File: src/verilog/rv64_pkg.sv
`default_nettype none

package rv64_pkg;

	localparam int XLEN       = 64;
	localparam int REG_ADDR_W = 5;
	localparam int ALU_OP_W   = 5;

	typedef logic [XLEN-1:0]       xlen_t;
	typedef logic [REG_ADDR_W-1:0] reg_addr_t;
	typedef logic [ALU_OP_W-1:0]   alu_op_t;
	typedef logic [1:0]            mem_op_t;
	typedef logic [1:0]            size_t;

	// alu operation codes
	localparam alu_op_t ALU_ADD   = 5'd0;
	localparam alu_op_t ALU_SUB   = 5'd1;
	localparam alu_op_t ALU_SLL   = 5'd2;
	localparam alu_op_t ALU_SLT   = 5'd3;
	localparam alu_op_t ALU_SLTU  = 5'd4;
	localparam alu_op_t ALU_XOR   = 5'd5;
	localparam alu_op_t ALU_SRL   = 5'd6;
	localparam alu_op_t ALU_SRA   = 5'd7;
	localparam alu_op_t ALU_OR    = 5'd8;
	localparam alu_op_t ALU_AND   = 5'd9;
	localparam alu_op_t ALU_ADDW  = 5'd10; // word ops sign-extend bit 31
	localparam alu_op_t ALU_SUBW  = 5'd11;
	localparam alu_op_t ALU_SLLW  = 5'd12;
	localparam alu_op_t ALU_SRLW  = 5'd13;
	localparam alu_op_t ALU_SRAW  = 5'd14;
	localparam alu_op_t ALU_PASS2 = 5'd15; // lui

	localparam mem_op_t MEM_NONE  = 2'd0;
	localparam mem_op_t MEM_LOAD  = 2'd1;
	localparam mem_op_t MEM_STORE = 2'd2;

	localparam size_t SIZE_B = 2'd0;
	localparam size_t SIZE_H = 2'd1;
	localparam size_t SIZE_W = 2'd2;
	localparam size_t SIZE_D = 2'd3;

	localparam xlen_t RESET_PC = 64'h8000_0000;

	// 256 double words give an 11-bit byte address
	localparam int DMEM_WORDS = 256;
	localparam int DMEM_IDX_W = $clog2(DMEM_WORDS);

endpackage

`default_nettype wire

File: src/verilog/ex_mem_regs.sv
`timescale 1ns/1ns
`default_nettype none

module ex_mem_regs (
	input  wire                  clk,
	input  wire                  rst_n,
	input  wire                  stall_i,
	input  wire                  valid_i,
	input  rv64_pkg::xlen_t      result_i,
	input  rv64_pkg::xlen_t      store_data_i,
	input  wire [7:0]            wmask_i,
	input  rv64_pkg::mem_op_t    mem_op_i,
	input  rv64_pkg::size_t      size_i,
	input  wire                  unsigned_i,
	input  wire                  reg_wen_i,
	input  rv64_pkg::reg_addr_t  reg_waddr_i,
	input  wire                  ebreak_i,
	input  rv64_pkg::xlen_t      pc_i,
	output logic                 valid_o,
	output rv64_pkg::xlen_t      result_o,
	output rv64_pkg::xlen_t      store_data_o,
	output logic [7:0]           wmask_o,
	output rv64_pkg::mem_op_t    mem_op_o,
	output rv64_pkg::size_t      size_o,
	output logic                 unsigned_o,
	output logic                 reg_wen_o,
	output rv64_pkg::reg_addr_t  reg_waddr_o,
	output logic                 ebreak_o,
	output rv64_pkg::xlen_t      pc_o
);

	// control fields cleared at reset
	always_ff @(posedge clk or negedge rst_n) begin
		if (!rst_n) begin
			valid_o   <= 1'b0;
			wmask_o   <= 8'h00;
			mem_op_o  <= rv64_pkg::MEM_NONE;
			reg_wen_o <= 1'b0;
			ebreak_o  <= 1'b0;
			pc_o      <= rv64_pkg::RESET_PC;
		end else if (!stall_i) begin
			valid_o   <= valid_i;
			wmask_o   <= wmask_i;
			mem_op_o  <= mem_op_i;
			reg_wen_o <= reg_wen_i;
			ebreak_o  <= ebreak_i;
			pc_o      <= pc_i;
		end
	end

	// payload
	always_ff @(posedge clk) begin
		if (!stall_i) begin
			result_o     <= result_i;
			store_data_o <= store_data_i;
			size_o       <= size_i;
			unsigned_o   <= unsigned_i;
			reg_waddr_o  <= reg_waddr_i;
		end
	end

	// only a load waiting in the register may freeze it
	a_stall_on_load: assert property (
		@(posedge clk) disable iff (!rst_n)
		stall_i |-> valid_o && (mem_op_o == rv64_pkg::MEM_LOAD)
	) else $error("ex_mem_regs: stalled without a load in the register");

endmodule

`default_nettype wire

File: config.mk
export PLATFORM = sky130hd
export DESIGN_NAME = ex_mem_regs
export DESIGN_NICKNAME = d
export VERILOG_FILES = /design/src/verilog/rv64_pkg.sv /design/src/verilog/ex_mem_regs.sv
export SDC_FILE = /design/constraint.sdc
export NUM_CORES = 1
export LEC_CHECK = 0
export ABC_AREA = 1
export BUFFER_PORTS_ARGS = -buffer_cell sky130_fd_sc_hd__buf_4
export CAP_MARGIN = 25
export CORE_AREA = 2 2 165 167
export CTS_CLUSTER_SIZE = 8
export DETAILED_ROUTE_END_ITERATION = 10
export DIE_AREA = 0 0 167 169
export SETUP_SLACK_MARGIN = 0.1
export SYNTH_ARGS = -nofsm -noshare
export SYNTH_HDL_FRONTEND = slang
export SYNTH_SLANG_ARGS = --single-unit
File: constraint.sdc
create_clock -name clk -period 0.8 [get_ports clk]
set_input_delay 0.16 -clock clk [delete_from_list [all_inputs] [get_ports clk]]
set_output_delay 0.16 -clock clk [all_outputs]
set_load 0.02 [all_outputs]
Word level (Yosys, flattened, before mapping) --
Index checks and enable logic that the tools add are counted.
Storage, ports and cells: bits in writable memories 0, ROM bits 0, word-level logic and storage cells 11, bits of input ports 216, output and inout port bits 213, register bits 213, bits in latches 0, memories kept 0
Cells by class: div/mod/pow operators 0, eq/ne operators 0, bitwise gates (word level) 0, reductions and logical operators 0, add/subtract/negate cells 0, $lt $le $gt $ge 0, shift-type cells 0, multiply operators 0, multiplexer cells 0

Logic depth before layout (Yosys ltp) --
depth in word-level cells 0, gate-level depth with buffers 6, mapped depth without buffers 3

Worst setup path after synthesis --
No wires, ideal clock.
path kind input -> register, start point input stall_i, end point register reg_waddr_o[0] (enable), data arrival time 2.035 ns, required time 0.363 ns, cell stages on the path 3, setup slack -1.673 ns, path through buf_4 inv_4 buf_2
RTL lines:
- start: declaration | line ex_mem_regs.sv:7 | input wire stall_i,
- end signal: assignment | line ex_mem_regs.sv:58 | reg_waddr_o <= reg_waddr_i;
- end: declaration | line ex_mem_regs.sv:27 | output rv64_pkg::reg_addr_t reg_waddr_o,
No word-level cell between the ends.

Worst setup path in the final report --
start point register pc_o[31], end point output pc_o[31]
RTL lines:
- start: declaration | line ex_mem_regs.sv:29 | output rv64_pkg::xlen_t pc_o
- start signal: assignment | line ex_mem_regs.sv:40 | pc_o <= rv64_pkg::RESET_PC;
- start signal: assignment | line ex_mem_regs.sv:47 | pc_o <= pc_i;
No word-level cell between the ends.

==> flow_summary.ini <==
[status]
outcome = finished with violations
violations = negative setup slack

[detailed_routing]
drt_iter0_markers = 326
ant_nets = 0
drc = 0
vias = 6441
drt_wl_total_mm = 25.9
drt-pass1-iter-count = 4
via_per_inst = 4.21
avgRoutedWirePerCell_um = 16.9

[setup_path]
cp_top_family = flip-flops
cpPeakStageDelay_ns = 0.54
r2r_end = pc_o[14]$_DFFE_PN0N_
arrival_ns = 1.19
crit_required_ns = 0.64
endpoint = pc_o[31]
reg2reg_from = pc_o[14]$_DFFE_PN0N_
start_kind = flop
crit_start = pc_o[31]$_DFFE_PN1N_
crit_fanout = 2
path_depth = 1
reg2reg_depth = 3
critical_path_buf_inv_count = 1
reg2reg_slack_ns = 0.03
crit_slowest_cell = dfstp_2
criticalPathCategory = reg2out
endpoint_kind = output port
critical_path.cell_chain = buf_6

[yosys]
ys_ff_latch = 213
syn_nets = 678
synthXorXnorAreaFrac_pct = 0
synth_fa_ha_area_share_pct = 0
syn_area_um2 = 7010
synthCells = 462
synth_compound_area_share_pct = 0
ys_seq_area_share_pct = 85.8
synthSimpleGateAreaFrac_pct = 12.4
synth_top_family_by_area = simple AND/OR/NAND/NOR gates
synth.mux.area_fraction_pct = 0
synth.distinct_cells = 8
avgSynthCellArea_um2 = 15.2
yosysWarnings = 0

[floorplanning]
core_um2 = 26500
die_h_um = 169
start_util_pct = 26.4
fp.dieW_um = 167
die_area_um2 = 28200
io_pins = 429
num_rows = 60

[placed_design]
io_buffers = 428
dp_worst_setup_slack_ns = -0.250
dp_cells = 1240
place.gp.congestion = 0.768
place_hpwl_mm = 15.9
place_area_um2 = 10900

[power]
intPower_w = 0.0233
ir_drop_mv = 1.87
sequentialPowerShare_pct = 43.0
pwr-share-clk_pct = 37.5
swShare_pct = 24.9
power_frac_comb_pct = 19.4
powerDensity_nw_per_um2 = 2080
power.leakage_nw = 6.88
power_switching_w = 0.00771

[sta]
timing.fmax_mhz = 742
drv_slew = 0
period_share_pct = 169
worst_slew_pin_slew_ns = 0.264
slew_headroom_pct = 82.4
rsz0062_at_grt = yes
setup_viol = 213
finalHoldViolations = 0
tns_ns = -89.52
worst_slack_ns = -0.548
clock-skew-final_ns = 0
min_period_ns = 1.35

[layout]
final_util_pct = 56.4
finalNonFillerCells = 1530
final_area_um2 = 14900
final_nets = 1382
drive_above_1_share_pct = 44.6
area_growth_pct = 113
diodes = 0

[run]
max_cap_viol_count = 0

[clocking]
cts_tree = done
insertion_delay_ns = 0.52
htree_levels = 1
cts_buffer_depth = 3
clock-root-buffer = clkbuf_16
cts_buffers = 30
clk_pin_slew_ns = 0.06
cts.sinks = 213

[global_route]
grt_usage_pct = 17.4
grt_start_max_net_pins = 43
grt_overflow = 0
antenna_found_initial = 0
grt_pass1_wl_mm = 38.6
grt_pass1_vias = 6915

[hold_path]
holdCritPathClass = in2async
[power groups by stage]
stage | combinational, W | sequential [W] | clock, W
final | 0.00603 | 0.0133 | 0.0116
after global routing | 0.00634 | 0.0134 | 0.0124
after CTS | 0.00584 | 0.0133 | 0.0119
after detailed placement | 0.00439 | 0.0133 | 0
after global placement | 0.00435 | 0.0133 | 0
after floorplan | 0.000552 | 0.0144 | 0
[cells in the mapped netlist, drive strengths merged]
| library cell | instances | area (um^2) |
|---|---|---|
| buf | 17 | 120 |
| dfrtp | 76 | 1900 |
| dfstp | 1 | 26.3 |
| edfxtp | 136 | 4080 |
| inv | 1 | 6.26 |
| nand2 | 231 | 867 |
[metrics by stage]
step                      hold WS, ns  total power [W]
after CTS                      0.0156           0.0311
after global routing           0.0461           0.0322
after global placement         0.0504           0.0177
after floorplan                -0.136           0.0150
after detailed placement       0.0531           0.0177
final                          0.0440           0.0310
[final cells by class]
class	count	area, um^2
tap	341	427
clock inverter	1	5.00
sequential	213	6010
inverter	1	16.3
fill	1988	11600
timing repair buffer	689	6700
multi-input combinational	231	922
clock buffer	54	862
[repair_timing]
action,CTS,global route
endpoints found under the setup margin,213,225
hold buffers,215,0
pin swaps,8,14
endpoints found under the hold margin,290,0
resized for setup,203,41
buffers inserted,9,11
[layer usage]
layer	vias to the layer above	wire length (um)	track usage, %
met1	3129	9520	19.3
li1	2949	-	-
met4	0	584	4.54
met5	-	0	0
met2	312	13900	33.0
met3	51	1830	4.21
[cells by family (layout without fill, tap and decap cells)]
group	after synthesis	count (layout)
flops	213	213
simple gates	231	231
buf+inv	18	745
[worst min-delay path by stage]
stage	startpoint	to	cells after the start
after global placement	rst_n	pc_o[26]$_DFFE_PN0N_	1
after detailed placement	rst_n	pc_o[26]$_DFFE_PN0N_	1
after global routing	rst_n	pc_o[25]$_DFFE_PN0N_	2
after floorplan	rst_n	ebreak_o$_DFFE_PN0N_	0
after CTS	rst_n	pc_o[25]$_DFFE_PN0N_	2
final	rst_n	pc_o[25]$_DFFE_PN0N_	2
[state kept, by name (all words and copies together), names as in the netlist]
| signal | count |
|---|---|
| reg_wen_o | 1 |
| unsigned_o | 1 |
| size_o | 2 |
| store_data_o | 64 |
| ebreak_o | 1 |
| valid_o | 1 |
| result_o | 64 |
| reg_waddr_o | 5 |
| wmask_o | 8 |
| mem_op_o | 2 |
| pc_o | 64 |
[placed cells by master (no fill, tap or decap)]
| cell | n |
|---|---|
| buf_12 | 13 |
| buf_4 | 241 |
| buf_6 | 220 |
| clkbuf_1 | 23 |
| clkbuf_16 | 31 |
| clkinv_2 | 1 |
| clkinv_8 | 1 |
| dfrtp_1 | 76 |
| dfstp_2 | 1 |
| dlygate4sd3_1 | 214 |
| dlymetal6s4s_1 | 1 |
| edfxtp_1 | 136 |
| nand2_1 | 209 |
| nand2_2 | 22 |
Note: power is estimated with default switching activity, not from simulation.
